$ cat config.mk
export PLATFORM = sky130hd
export DESIGN_NAME = dec_intake_flat
export DESIGN_NICKNAME = d
export VERILOG_FILES = /design/src/verilog/rename_pkg.sv /design/src/verilog/rename_if.sv /design/src/verilog/dec_intake.sv /design/src/flat_wrapper.sv
export VERILOG_INCLUDE_DIRS = /design/src /design/src/verilog
export SDC_FILE = /design/constraint.sdc
export NUM_CORES = 1
export LEC_CHECK = 0
export ABC_AREA = 1
export BUFFER_PORTS_ARGS = -buffer_cell sky130_fd_sc_hd__buf_2
export CORE_MARGIN = 2
export CORE_UTILIZATION = 30
export DETAILED_ROUTE_END_ITERATION = 16
export PLACE_DENSITY_LB_ADDON = 0.1
export RECOVER_POWER = 50
export SLEW_MARGIN = 20
export SYNTH_ARGS = -nofsm -noshare
export SYNTH_HDL_FRONTEND = slang
export SYNTH_SLANG_ARGS = --single-unit
export TNS_END_PERCENT = 5
$ cat constraint.sdc
create_clock -name clk -period 7.05 [get_ports clk]
set_clock_uncertainty 0.2 [all_clocks]
set_input_delay 0.705 -clock clk [delete_from_list [all_inputs] [get_ports clk]]
set_output_delay 0.705 -clock clk [all_outputs]
set_load 0.1 [all_outputs]
$ cat src/verilog/rename_config.svh
`ifndef RENAME_CONFIG_SVH
`define RENAME_CONFIG_SVH

// architectural register file
`define RN_ARF_DEPTH 32
`define RN_ARF_ID_W 5

// reorder buffer
`define RN_ROB_DEPTH 64
`define RN_ROB_ID_W 6

// register data
`define RN_DATA_W 32

// occupancy above this stops allocation
// two pairs may still be in flight behind the registered flag
`define RN_ROB_LIMIT 60

`endif
$ cat src/verilog/rename_pkg.sv
`default_nettype none

`include "rename_config.svh"

package rename_pkg;

    // one alias table entry, check bit over rob id
    typedef struct packed {
        logic                    check;
        logic [`RN_ROB_ID_W-1:0] rob_id;
    } alias_entry_t;

    // decoded slot from decode
    typedef struct packed {
        logic                    valid;
        logic [`RN_ARF_ID_W-1:0] src0;
        logic [`RN_ARF_ID_W-1:0] src1;
        logic [`RN_ARF_ID_W-1:0] dst;
    } dec_slot_t;

    // renamed slot toward the next stage
    typedef struct packed {
        logic                    valid;
        logic                    src0_ready;
        logic [`RN_ROB_ID_W-1:0] src0_rob;
        logic [`RN_DATA_W-1:0]   src0_data;
        logic                    src1_ready;
        logic [`RN_ROB_ID_W-1:0] src1_rob;
        logic [`RN_DATA_W-1:0]   src1_data;
        logic [`RN_ROB_ID_W-1:0] dst_rob;
        logic [`RN_ARF_ID_W-1:0] dst;
    } ren_slot_t;

    // one retiring instruction from commit
    typedef struct packed {
        logic                    w_valid;
        logic [`RN_ARF_ID_W-1:0] arf_id;
        logic [`RN_ROB_ID_W-1:0] rob_id;
        logic                    w_check;
        logic [`RN_DATA_W-1:0]   data;
    } retire_t;

    typedef enum logic [1:0] {
        EMPTY,
        FULL,
        STALLED
    } pipe_state_e;

endpackage

`default_nettype wire

$ cat src/verilog/rename_if.sv
`timescale 1ns/1ps
`default_nettype none

`include "rename_config.svh"

// one decoded pair between intake and the rename logic
interface rename_if;

    logic                         valid;
    logic                         ready;
    rename_pkg::dec_slot_t [1:0]  slot;
    // allocation base, driven by the rob allocator at the top
    logic [`RN_ROB_ID_W-1:0]      rob_base;

    modport sender (
        output valid,
        output slot,
        input  ready
    );

    modport receiver (
        input  valid,
        input  slot,
        output ready
    );

endinterface

`default_nettype wire

$ cat src/verilog/dec_intake.sv
`timescale 1ns/1ps
`default_nettype none

module dec_intake (
    input  logic                        clk,
    input  logic                        arst_n_i,
    input  logic                        flush_i,
    input  logic                        dec_valid_i,
    input  rename_pkg::dec_slot_t [1:0] dec_slot_i,
    output logic                        dec_ready_o,
    rename_if.sender                    out_if
);

    rename_pkg::pipe_state_e     state_q;
    rename_pkg::pipe_state_e     state_d;
    rename_pkg::dec_slot_t [1:0] pair_q;
    logic                        take;
    logic                        leave;

    assign leave       = out_if.valid & out_if.ready;
    // refill in the cycle the held pair moves on
    assign dec_ready_o = ~flush_i & ((state_q == rename_pkg::EMPTY) | out_if.ready);
    assign take        = dec_valid_i & dec_ready_o;

    always_comb begin
        state_d = state_q;
        case (state_q)
            rename_pkg::EMPTY: begin
                if (take) begin
                    state_d = rename_pkg::FULL;
                end
            end
            rename_pkg::FULL, rename_pkg::STALLED: begin
                if (leave) begin
                    state_d = take ? rename_pkg::FULL : rename_pkg::EMPTY;
                end else begin
                    state_d = rename_pkg::STALLED;
                end
            end
            default: state_d = rename_pkg::EMPTY;
        endcase
    end

    always_ff @(posedge clk or negedge arst_n_i) begin
        if (!arst_n_i) begin
            state_q <= rename_pkg::EMPTY;
        end else if (flush_i) begin
            state_q <= rename_pkg::EMPTY;
        end else begin
            state_q <= state_d;
        end
    end

    always_ff @(posedge clk) begin
        if (take) begin
            pair_q <= dec_slot_i;
        end
    end

    assign out_if.valid = (state_q != rename_pkg::EMPTY);
    assign out_if.slot  = pair_q;

endmodule

`default_nettype wire

$ cat src/flat_wrapper.sv
// flat-port wrapper written by rule: the top's interface ports become plain ports
module dec_intake_flat 
  (clk, arst_n_i, flush_i, dec_valid_i, dec_slot_i, dec_ready_o, out_if_valid, out_if_slot, out_if_ready);
  rename_if out_if_i ();
  input  logic clk;
  input  logic arst_n_i;
  input  logic flush_i;
  input  logic dec_valid_i;
  input  rename_pkg::dec_slot_t [1:0] dec_slot_i;
  output logic dec_ready_o;
  output wire logic [$bits(out_if_i.valid)-1:0] out_if_valid;
  output wire logic [$bits(out_if_i.slot)-1:0] out_if_slot;
  input wire logic [$bits(out_if_i.ready)-1:0] out_if_ready;
  assign out_if_valid = out_if_i.valid;
  assign out_if_slot = out_if_i.slot;
  assign out_if_i.ready = out_if_ready;
  dec_intake u_core (.clk(clk), .arst_n_i(arst_n_i), .flush_i(flush_i), .dec_valid_i(dec_valid_i), .dec_slot_i(dec_slot_i), .dec_ready_o(dec_ready_o), .out_if(out_if_i));
endmodule
==> Yosys cells after proc, flatten, opt, wreduce, memory -nomap -nowiden <==
Index checks and enable logic that the tools add are counted.
{ "totals": {"ff_bits": 34} }
{ "classes": {"n_eq_ne": 3, "muxes": 5, "n_bitwise": 5, "n_reduce_logical": 3} }
{ "op_table": {"columns": ["operator", "n"], "rows": [
  ["2-bit two-way mux", 3],
  ["2-bit one-hot mux with 2 select lines", 1],
  ["1-bit AND", 3],
  ["3-bit by 2-bit inequality test with 1-bit output, second input constant", 1],
  ["2-bit by 1-bit == test with 1-bit output, second input constant", 1],
  ["2-bit == test, second input constant", 1],
  ["2-bit zero test", 1],
  ["2-bit nonzero test", 1],
  ["2-bit OR reduction", 1],
  ["1-bit two-way mux", 1],
  ["1-bit NOT", 1],
  ["1-bit bitwise OR", 1]
]} }

==> Longest topological paths before layout <==
Gate-level depths: netlist (run 1).
{ "logic_depth": {"depth_word": 8, "mapped_depth": 8} }

==> Worst setup path before layout (run 1) <==
No wires, ideal clock.
{ "synth_path": {"path_type": "input -> register", "start": "in flush_i", "end": "reg u_core.pair_q (netlist bit u_core.out_if.slot[0]) (enable)", "arrival_time_ns": 2.442, "required_ns": 6.418, "setup_slack_ns": 3.976, "stages": 3, "path_buffers": 0, "path_cell_list": "inv_2 > nand2_2 > a21oi_1"} }
{ "synth_via": {"elab_chain_cells": 3} }
{ "synth_rtl": {"columns": ["element", "line_no", "rtl"], "rows": [
  ["from (decl)", "flat_wrapper.sv:7", "input logic flush_i;"],
  ["1-bit NOT", "dec_intake.sv:22", "assign dec_ready_o = ~flush_i & ((state_q == rename_pkg::EMPTY) | out_if.ready);"],
  ["1-bit AND", "dec_intake.sv:22", null],
  ["1-bit AND", "dec_intake.sv:23", "assign take = dec_valid_i & dec_ready_o;"],
  ["via u_core.take", "dec_intake.sv:17", "logic take;"],
  ["to (signal assigned)", "dec_intake.sv:56", "pair_q <= dec_slot_i;"],
  ["to (decl)", "dec_intake.sv:16", "rename_pkg::dec_slot_t [1:0] pair_q;"]
]} }
The timed path passes the listed nets, and every way through them passes these cells.
A chain may end at the register's enable or synchronous reset.

==> Worst setup path after layout (run 1) <==
{ "layout_path": {"start": "reg u_core.state_q[0]", "end": "out dec_ready_o"} }
{ "layout_via": {"elab_chain_cells": 3} }
{ "layout_rtl": {"columns": ["element", "line_no", "rtl"], "rows": [
  ["from (decl)", "dec_intake.sv:14", "rename_pkg::pipe_state_e state_q;"],
  ["from (signal assigned)", "dec_intake.sv:46", "state_q <= rename_pkg::EMPTY;"],
  ["from (signal assigned)", "dec_intake.sv:48", "state_q <= rename_pkg::EMPTY;"],
  ["from (signal assigned)", "dec_intake.sv:50", "state_q <= state_d;"],
  ["2-bit zero test", "dec_intake.sv:22", null],
  ["1-bit bitwise OR", "dec_intake.sv:22", null],
  ["1-bit AND", "dec_intake.sv:22", null],
  ["to (decl)", "flat_wrapper.sv:10", "output logic dec_ready_o;"]
]} }
No other way between the ends.

==> impl_results.md, run 1 <==
* CP Class: register to output port
* Library cells used by synthesis at 13
* Clock-pin transition on the worst setup and hold timing paths at 60 ps
* Seq pwr share at 0.392
* Chain of cells forming the critical path: inv_1 -> ha_1 -> nand2_1 -> nand2_2 -> buf_2
* Iteration count of the initial detailed-routing pass at 4
* Slowest cell on the critical path: sky130_fd_sc_hd__buf_2
* Synth cell count leaders: 32 x sky130_fd_sc_hd__edfxtp_1, 7 x sky130_fd_sc_hd__nand2_1, 6 x sky130_fd_sc_hd__inv_1
* Tightest hold margin at 385 ps
* Period utilization at 0.355
* Layout fillers at 369
* Area of the mapped netlist at 1140 sq um
* Layout overhead on the synthesized area at 42.7%
* Run status: finished clean
* Power dissipated by switching net loads at 0.000308 W
* Power Dens Cells at 411 nW/um^2
* Crit path DAT at 1600 ps
* Number of violations reported at the end of detailed-routing iteration 0 at 16
* DR DRC count at 0
* Setup-failing EPs final at 0
* Dominant synthesized flop cell: sky130_fd_sc_hd__edfxtp_1
* Most common cell in the synthesized netlist: sky130_fd_sc_hd__edfxtp_1
* Worst-case clock buffer depth at 2
* Largest delay share family, worst path: buffers and inverters
* Clock power frac at 0.191
* Overall die width at 65.7 um
* Count of warnings emitted by yosys at 0
* Clock latency of the later-clocked register in the worst-skew pair at 270 ps
* Area fraction of the dominant cell type after synthesis at 0.840
* Number of flops mapped to enable cells by yosys at 32
* Standard cell core area at 3660 sq um
* Sw Share at 0.459
* Layout cell share with drive strength beyond 1 at 0.457
* Via-per-instance ratio at 3.95
* Net count after synthesis at 98
* Highest net fanout along the worst path at 4
* Biggest cell delay along the critical path at 420 ps
* Leakage power of the design at 0.688 nW
* Number of clock sinks at 34
* RSZ-0062 raised after global routing: no
* Final min period at 2500 ps
* TritonCTS clock tree: built
* Share of async-settable or async-resettable flops after synthesis at 0.0588
* Hold Vio Cnt, Final at 0
* Path type of the worst min-delay path: register to register
* Per-instance average area after synthesis at 19.4 sq um
* Input/output buffers at 70
* Global placer's final weighted congestion at 0.640
* Total clock buffers created by CTS at 5
* Slew Limit Headroom at 0.223
* Final number of max-transition violations at 0
* Worst slew pin tran at 1170 ps
* Number of routed nets with antenna violations at 0
* Grt ovf at 0
* Total area of sequential cells at 1010 sq um
* Flops & latches, synth at 34
* GRT Total Usage at 0.0959
* Via count of the first global-routing pass at 649
* Number of nets in the layout at 176
* Pint at 0.000363 W
* Final total negative setup slack at 0 ps
* Library cell used as clock root buffer: sky130_fd_sc_hd__clkbuf_8
* Wire length per cell at 11.1 um
* Diodes inserted at 0
* Nature of the critical path endpoint: output port
* Chip Height at 65.7 um
* Cell types occupying the most area after synthesis: sky130_fd_sc_hd__edfxtp_1 84%, sky130_fd_sc_hd__dfrtp_1 4.4%, sky130_fd_sc_hd__nand2_1 2.3%
* Max capacitance violation total at 0
* First-pass GRT wire length at 2840 um
* Starting utilization of the core area at 0.312
* Half-perimeter wire length after placement at 1540 um
* Logic gate share of total power at 0.417
* Count of H-tree levels built during CTS at 2
* VDD IR-drop max at 252 uV
* Fraction of the yosys area taken by sequential cells at 0.884
* Crit path buffers/inverters at 2
* Vias post-DR at 734
* Worst Path Required at 6140 ps
* Number of top-level design ports at 71
* Area occupied by multi-input gates at 115 sq um
* Maximum number of pins on one net before global-route repair at 33
* Fmax at 400 MHz
* Power, Total at 0.000671 W
* Cell count after synthesis at 59
* Total wirelength of the detailed-routed design at 2070 um
* Row count at 22
* Antenna violations before repair at 0
* Critical Path Source Type: register
* Area leader, netlist: sky130_fd_sc_hd__edfxtp_1
* Area of the die at 4320 sq um
per-stage QoR:
step | instance area, sq um | cells | setup WS [ps] | utilization
4_1_cts | 1660 | 186 | 4560 | 0.452
5_1_grt | 1630 | 186 | 4430 | 0.446
3_5_place_dp | 1570 | 177 | 4650 | 0.428
2_1_floorplan | 1140 | 59 | 3980 | -
6_report | 1630 | 186 | 4550 | 0.446
3_3_place_gp | 1570 | 177 | 4670 | 0.428
path summary, 6_finish.rpt:
path                                        start                      to  slack (ps)  cells past startpoint
worst max register to register  u_core.state_q[0]  u_core.out_if.slot[22]        4870                      4
worst min register to register  u_core.state_q[1]       u_core.state_q[1]         380                      2
worst max-delay path            u_core.state_q[0]             dec_ready_o        4550                      5
max in group asynchronous                arst_n_i       u_core.state_q[1]        5980                      2
worst min-delay path            u_core.state_q[1]       u_core.state_q[1]         380                      2
min in group asynchronous                arst_n_i       u_core.state_q[0]         550                      2
metal layers:
| metal | routed length (um) | vias up | track usage |
|---|---|---|---|
| met5 | 0 | - | 0 |
| met4 | 19 | 0 | 0.0547 |
| met3 | 194 | 2 | 0.0497 |
| met2 | 1040 | 43 | 0.152 |
| met1 | 809 | 321 | 0.102 |
| li1 | - | 368 | - |
cells by family after synthesis:
| logic type | share of synthesized area |
|---|---|
| flip-flops | 0.884 |
| AND/OR/NAND/NOR | 0.0613 |
| buffers and inverters | 0.0230 |
| AO/OA/AOI/OAI | 0.00985 |
| adder cells (fa/ha/maj) | 0.0219 |
worst reg2reg max path: cells and delay by family (launching register included):
| kind | cells | cell delay (ps) |
|---|---|---|
| adder cells (fa/ha/maj) | 1 | 210 |
| flip-flops | 1 | 400 |
| AND/OR/NAND/NOR | 1 | 140 |
| buffers and inverters | 1 | 70 |
| AO/OA/AOI/OAI | 1 | 780 |
cell type report:
class / instances / area share
sequential: 34 / 0.620
multi-input combinational: 18 / 0.0706
inverter: 7 / 0.0161
timing repair buffer: 71 / 0.208
tap: 48 / 0.0368
clock buffer: 8 / 0.0491
placed cells by master (no fill, tap or decap), drive strengths merged:
| cell type | Yosys | final |
|---|---|---|
| nand4 | 1 | 1 |
| nand2 | 10 | 10 |
| ha | 2 | 2 |
| inv | 7 | 7 |
| nand3 | 2 | 2 |
| dfrtp | 2 | 2 |
| dlygate4sd3 | 0 | 1 |
| edfxtp | 32 | 32 |
| o22ai | 1 | 1 |
| a21oi | 1 | 1 |
| clkbuf | 0 | 25 |
| nor2 | 1 | 1 |
| buf | 0 | 53 |
power groups by stage:
stage / combinational [W] / clock [W] / sequential [W]
after global placement: 0.000284 / 0 / 0.000267
final: 0.000280 / 0.000128 / 0.000263
after CTS: 0.000286 / 0.000135 / 0.000264
after floorplan: 0.0000904 / 0 / 0.000417
after detailed placement: 0.000286 / 0 / 0.000268
after global routing: 0.000291 / 0.000141 / 0.000266
state kept, by name, indices dropped and copies added, names as in the netlist:
name and count:
u_core.out_if.slot 32, u_core.state_q 2
repair_timing:
item,in CTS,in global routing
gates resized for setup,0,0
buffers inserted,0,0
endpoints found under the hold margin,2,0
hold buffers,1,0
(Power assumes the default switching activity.)
==> run 2, diff against run 1 <==
--- a/config.mk
+++ b/config.mk
@@ -6,7 +6,7 @@
 export SDC_FILE = /design/constraint.sdc
 export NUM_CORES = 1
 export LEC_CHECK = 0
-export ABC_AREA = 1
+export ABC_AREA = 0
 export BUFFER_PORTS_ARGS = -buffer_cell sky130_fd_sc_hd__buf_2
 export CORE_MARGIN = 2
 export CORE_UTILIZATION = 30
==> constraint.sdc (replaced) <==
create_clock -name clk -period 2.5 [get_ports clk]
set_clock_uncertainty 0.2 [all_clocks]
set_input_delay 0.25 -clock clk [delete_from_list [all_inputs] [get_ports clk]]
set_output_delay 0.25 -clock clk [all_outputs]
set_load 0.1 [all_outputs]
==> run 2 against run 1 <==
  * Via count grew 15%
  * Synthesized cell count shrank 12%
  * Count of clock-buffer cells in the layout unchanged
  * Power up 110%
  * Flip-flop and latch count unchanged
  * Critical path type unchanged
  * Largest power group is now sequential cells
==> impl_results.md, run 2 <==
* Worst slew pin tran at 1190 ps
* Area leader, netlist: sky130_fd_sc_hd__edfxtp_1
* CP Class: register to output port
* Area fraction of the dominant cell type after synthesis at 0.857
* Most common cell in the synthesized netlist: sky130_fd_sc_hd__edfxtp_1
* Chip Height at 65.1 um
* Maximum number of pins on one net before global-route repair at 13
* Layout overhead on the synthesized area at 74.3%
* Area of the mapped netlist at 1120 sq um
* Reg-to-reg slack, setup at 600 ps
* Area of the die at 4240 sq um
* Clock-pin transition on the worst setup and hold timing paths at 60 ps
* Flops & latches, synth at 34
* RSZ-0062 raised after global routing: no
* Max capacitance violation total at 0
* Nature of the critical path endpoint: output port
* Antenna violations before repair at 0
* Per-instance average area after synthesis at 21.6 sq um
* Run status: finished clean
* Slew Limit Headroom at 0.212
* Chain of cells forming the critical path: inv_1 -> ha_1 -> nor2_1 -> nor2_4 -> buf_2
* Crit path buffers/inverters at 2
* Largest delay share family, worst path: buffers and inverters
* Total wirelength of the detailed-routed design at 2420 um
* Worst-case clock buffer depth at 2
* Net count after synthesis at 91
* Cell count after synthesis at 52
* Dominant synthesized flop cell: sky130_fd_sc_hd__edfxtp_1
* Setup-failing EPs final at 0
* Cell types occupying the most area after synthesis: sky130_fd_sc_hd__edfxtp_1 86%, sky130_fd_sc_hd__dfrtp_1 4.5%, sky130_fd_sc_hd__ha_1 2.2%
* GRT Total Usage at 0.121
* Hold Crit Depth at 3
* Number of top-level design ports at 71
* End point of the worst hold path: u_core.state_q[0]
* Via count of the first global-routing pass at 797
* Input/output buffers at 70
* Power, Total at 0.00138 W
* Most common cell after layout, fill and taps aside: sky130_fd_sc_hd__buf_2
* Final number of max-transition violations at 0
* R2R depth at 6
* DR DRC count at 0
* Starting utilization of the core area at 0.309
* Number of nets in the layout at 204
* Standard cell core area at 3630 sq um
* Iteration count of the initial detailed-routing pass at 4
* Fmax at 500 MHz
* Half-perimeter wire length after placement at 1650 um
* Grt ovf at 0
* Final min period at 2000 ps
* Vias post-DR at 847
* Row count at 22
* Share of async-settable or async-resettable flops after synthesis at 0.0588
* Clock latency of the later-clocked register in the worst-skew pair at 270 ps
* Via-per-instance ratio at 3.96
* Power Dens Cells at 708 nW/um^2
* Number of routed nets with antenna violations at 0
* Leakage power of the design at 0.800 nW
* Biggest cell delay along the critical path at 430 ps
* Number of flops mapped to enable cells by yosys at 32
* Final total negative setup slack at 0 ps
* Worst Path Required at 2050 ps
* Fraction of the yosys area taken by sequential cells at 0.902
* Diodes inserted at 0
* Layout fillers at 336
* Hold Vio Cnt, Final at 0
* Commonest cells after routing, fill and taps aside: 53 x sky130_fd_sc_hd__buf_2, 34 x sky130_fd_sc_hd__dlygate4sd3_1, 32 x sky130_fd_sc_hd__edfxtp_1
* Highest net fanout along the worst path at 4
* VDD IR-drop max at 288 uV
* Library cells used by synthesis at 14
* Global placer's final weighted congestion at 0.639
* Number of violations reported at the end of detailed-routing iteration 0 at 38
* Overall die width at 65.1 um
* Total clock buffers created by CTS at 5
* Flip-flop count of the largest register, all copies and words added at 32
* First-pass GRT wire length at 3590 um
* Count of warnings emitted by yosys at 0
* Path type of the worst min-delay path: input port to register
* Slowest cell on the critical path: sky130_fd_sc_hd__buf_2
* TritonCTS clock tree: built
* Layout cell share with drive strength beyond 1 at 0.392
* Library cell used as clock root buffer: sky130_fd_sc_hd__clkbuf_8
* Period utilization at 0.800
* Count of H-tree levels built during CTS at 2
* Critical register-to-register path startpoint: u_core.state_q[1]
* Wire length per cell at 11.3 um
* Destination of the worst register-to-register timing path: u_core.out_if.slot[12]
* Crit. Startpoint: u_core.state_q[1]
* Start point of the worst hold path: out_if_ready
* Count of buffers added by post-CTS timing repair for setup at 0
* Crit path DAT at 1550 ps
* Critical Path Source Type: register
* Number of clock sinks at 34
[run 2: cell families after synthesis]
kind of cell,Yosys count,share of synthesized area
flip-flops,34,0.902
AND/OR/NAND/NOR,9,0.0480
AO/OA/AOI/OAI,4,0.0179
buffers and inverters,3,0.0100
adder cells (fa/ha/maj),2,0.0223
[run 2: report_power, final]
| part | switching, W | internal [W] | leakage [nW] |
|---|---|---|---|
| Sequential | 0.00000821 | 0.000660 | 0.325 |
| Combinational | 0.000271 | 0.0000863 | 0.435 |
| Clock | 0.000161 | 0.000197 | 0.0395 |
[run 2: cell type report]
type	instances	area [sq um]	area share
sequential	34	1010	0.517
timing repair buffer	106	684	0.350
multi-input combinational	15	108	0.0551
clock buffer	8	80.1	0.0410
tap	48	60.1	0.0307
inverter	3	11.3	0.00576
[run 2: routing by layer]
layer | wire, um | GRT usage | up-vias | share of wire
met3 | 203 | 0.0514 | 5 | 0.084
li1 | - | - | 419 | -
met4 | 55 | 0.0625 | 0 | 0.023
met2 | 1190 | 0.188 | 41 | 0.49
met1 | 973 | 0.143 | 382 | 0.40
met5 | 0 | 0 | - | 0
[run 2: worst register-to-register path: cells and delay by family, from the launching register on]
kind | cells | cell delay (ps)
adders and majority gates | 1 | 210
DFF | 1 | 380
and+or+nand+nor | 3 | 480
buffers and inverters | 2 | 340
[run 2: metrics by stage]
| stage | util | instance area, sq um | instances | hold WS, ps | setup WS, ps |
|---|---|---|---|---|---|
| 6_report | 0.538 | 1950 | 214 | 57.7 | 500 |
| 5_1_grt | 0.538 | 1950 | 214 | 56.5 | 408 |
| 4_1_cts | 0.544 | 1980 | 214 | 48.5 | 502 |
| 3_5_place_dp | 0.428 | 1560 | 172 | -159 | 602 |
| 3_3_place_gp | 0.428 | 1560 | 172 | -165 | 642 |
| 2_1_floorplan | - | 1130 | 52 | -246 | 129 |
[run 2: worst max path at each step]
stage | endpoint | slack, ps | cells after the start
floorplan | u_core.out_if.slot[0] | 130 | 5
global placement | u_core.out_if.slot[3] | 640 | 6
detailed placement | u_core.out_if.slot[0] | 600 | 6
CTS | dec_ready_o | 500 | 5
global route | dec_ready_o | 410 | 5
finish | dec_ready_o | 500 | 5
[run 2: what timing repair did]
| item | CTS | global route |
|---|---|---|
| resized for setup | 0 | 0 |
| hold buffers | 34 | 0 |
| hold endpoints to repair | 36 | 0 |
| setup endpoints to repair | 0 | 0 |
==> run 3, diff against run 2 <==
==> constraint.sdc (replaced) <==
create_clock -name clk -period 1.85 [get_ports clk]
set_clock_uncertainty 0.2 [all_clocks]
set_input_delay 0.185 -clock clk [delete_from_list [all_inputs] [get_ports clk]]
set_output_delay 0.185 -clock clk [all_outputs]
set_load 0.1 [all_outputs]
==> run 3 against run 2 <==
  * Critical path depth decreased by 1
  * Sequential share of layout area fell by 1.9 points
  * Design area is 3.7% higher
  * Utilization grew 2.0 points
  * Register-to-register slack lost 420 ps
  * Non-clock buffer count stayed put
  * Flip-flop and latch count unchanged
  * Critical path type unchanged
  * Highest routed layer unchanged
==> impl_results.md, run 3 (synthesis results as in run 2) <==
* Run status: finished clean
* Fmax at 576 MHz
* Largest delay share family, worst path: buffers and inverters
* Iteration count of the initial detailed-routing pass at 4
* Clock latency of the later-clocked register in the worst-skew pair at 270 ps
* Max capacitance violation total at 0
* Cell mode on critical path: sky130_fd_sc_hd__inv_2
* Tightest hold margin at 25.4 ps
* Chip Height at 65.1 um
* CP Class: register to output port
* Number of placed instances with taps included at 171
* Via count of the first global-routing pass at 840
* Antenna violations before repair at 0
* Worst Path Required at 1460 ps
* Crit path DAT at 1350 ps
* Number of nets in the layout at 204
* Clock-pin transition on the worst setup and hold timing paths at 60 ps
* Critical Path Source Type: register
* Placed cell areas at 1600 sq um
* Nature of the critical path endpoint: output port
* Half-perimeter wire length after placement at 1590 um
* Layout cell share with drive strength beyond 1 at 0.512
* Standard cell core area at 3630 sq um
* Via-per-instance ratio at 4.00
* Total clock buffers created by CTS at 5
* Setup-failing EPs final at 0
* Row count at 22
* Chain of cells forming the critical path: inv_2 -> ha_4 -> inv_2 -> buf_2
* Wire length per cell at 11.4 um
* Power Dens Cells at 943 nW/um^2
* CTS-repair resized insts at 0
* First-pass GRT wire length at 3620 um
* DR DRC count at 0
* Final total negative setup slack at 0 ps
* Library cell used as clock root buffer: sky130_fd_sc_hd__clkbuf_8
* Filler-free cell count of the finished design at 214
* Period utilization at 0.938
* RSZ-0062 raised after global routing: no
* Number of top-level design ports at 71
* Maximum number of pins on one net before global-route repair at 33
* TritonCTS clock tree: built
* Crit path buffers/inverters at 3
* Layout overhead on the synthesized area at 80.8%
* Minimum setup slack after placement at 172 ps
* Number of violations reported at the end of detailed-routing iteration 0 at 58
* Starting utilization of the core area at 0.309
* Final min period at 1740 ps
* Area of the die at 4240 sq um
* Final worst-path setup slack at 114 ps
* Number of clock sinks at 34
* Count of H-tree levels built during CTS at 2
* Overall die width at 65.1 um
* Worst slew pin tran at 551 ps
* Most common cell after layout, fill and taps aside: sky130_fd_sc_hd__buf_2
* Count of buffers added by post-CTS timing repair for setup at 0
* GRT Total Usage at 0.120
* Grt ovf at 0
* Input/output buffers at 70
* Slew Limit Headroom at 0.634
* Hold Vio Cnt, Final at 0
* Worst-case clock buffer depth at 2
* Layout fillers at 335
* Slowest cell on the critical path: sky130_fd_sc_hd__buf_2
* Biggest cell delay along the critical path at 410 ps
* Reg-to-reg slack, setup at 180 ps
* CTS hold repair buffers at 35
* Final Instance Area at 2030 sq um
* Diodes inserted at 0
* Total wirelength of the detailed-routed design at 2450 um
* Flip-flop count of the largest register, all copies and words added at 32
* Highest net fanout along the worst path at 4
* VDD IR-drop max at 356 uV
* Number of routed nets with antenna violations at 0
* Leakage power of the design at 0.862 nW
* Path type of the worst min-delay path: input port to register
* Final number of max-transition violations at 0
* Commonest cells after routing, fill and taps aside: 52 x sky130_fd_sc_hd__buf_2, 35 x sky130_fd_sc_hd__dlygate4sd3_1, 32 x sky130_fd_sc_hd__edfxtp_1
* Global placer's final weighted congestion at 0.614
* Vias post-DR at 856
-- run 3: where the power goes --
part / leakage (nW) / internal [W] / switching (W)
combinational: 0.494 / 0.000140 / 0.000372
clock: 0.0426 / 0.000258 / 0.000237
sequential: 0.325 / 0.000892 / 0.0000120
total: 0.862 / 0.00129 / 0.000622
-- run 3: layer usage --
metal,global-route usage,wire (um),up-vias
met3,0.0428,159,6
met1,0.122,840,394
met2,0.209,1390,38
met4,0.0781,61,0
li1,-,-,418
met5,0,0,-
-- run 3: worst paths after layout --
path / start / end / cells past startpoint
max: u_core.state_q[0] / out_if_valid / 4
min: dec_valid_i / u_core.state_q[0] / 3
max reg2reg: u_core.state_q[1] / u_core.out_if.slot[27] / 6
min reg2reg: u_core.state_q[1] / u_core.state_q[1] / 3
max in group asynchronous: arst_n_i / u_core.state_q[0] / 2
min in group asynchronous: arst_n_i / u_core.state_q[1] / 2
-- run 3: layout make-up --
class / count / area [sq um] / share of cell area
Clock inverter: 2 / 8.76 / 0.00432
Timing Repair Buffer: 106 / 734 / 0.362
Clock buffer: 6 / 72.6 / 0.0358
Tap cell: 48 / 60.1 / 0.0296
Inverter: 3 / 11.3 / 0.00556
Multi-Input combinational cell: 15 / 129 / 0.0636
Sequential cell: 34 / 1010 / 0.499
-- run 3: per-stage QoR --
| stage | util | power [W] |
|---|---|---|
| finish | 0.558 | 0.00191 |
| global route | 0.558 | 0.00199 |
| CTS | 0.558 | 0.00194 |
| detailed placement | 0.439 | 0.00138 |
| global placement | 0.439 | 0.00137 |
| floorplan | - | 0.00128 |
-- run 3: tightest hold or removal path: stages --
cell	delay, ps
sky130_fd_sc_hd__buf_2	130
sky130_fd_sc_hd__nand3_1	80
sky130_fd_sc_hd__a21oi_1	60
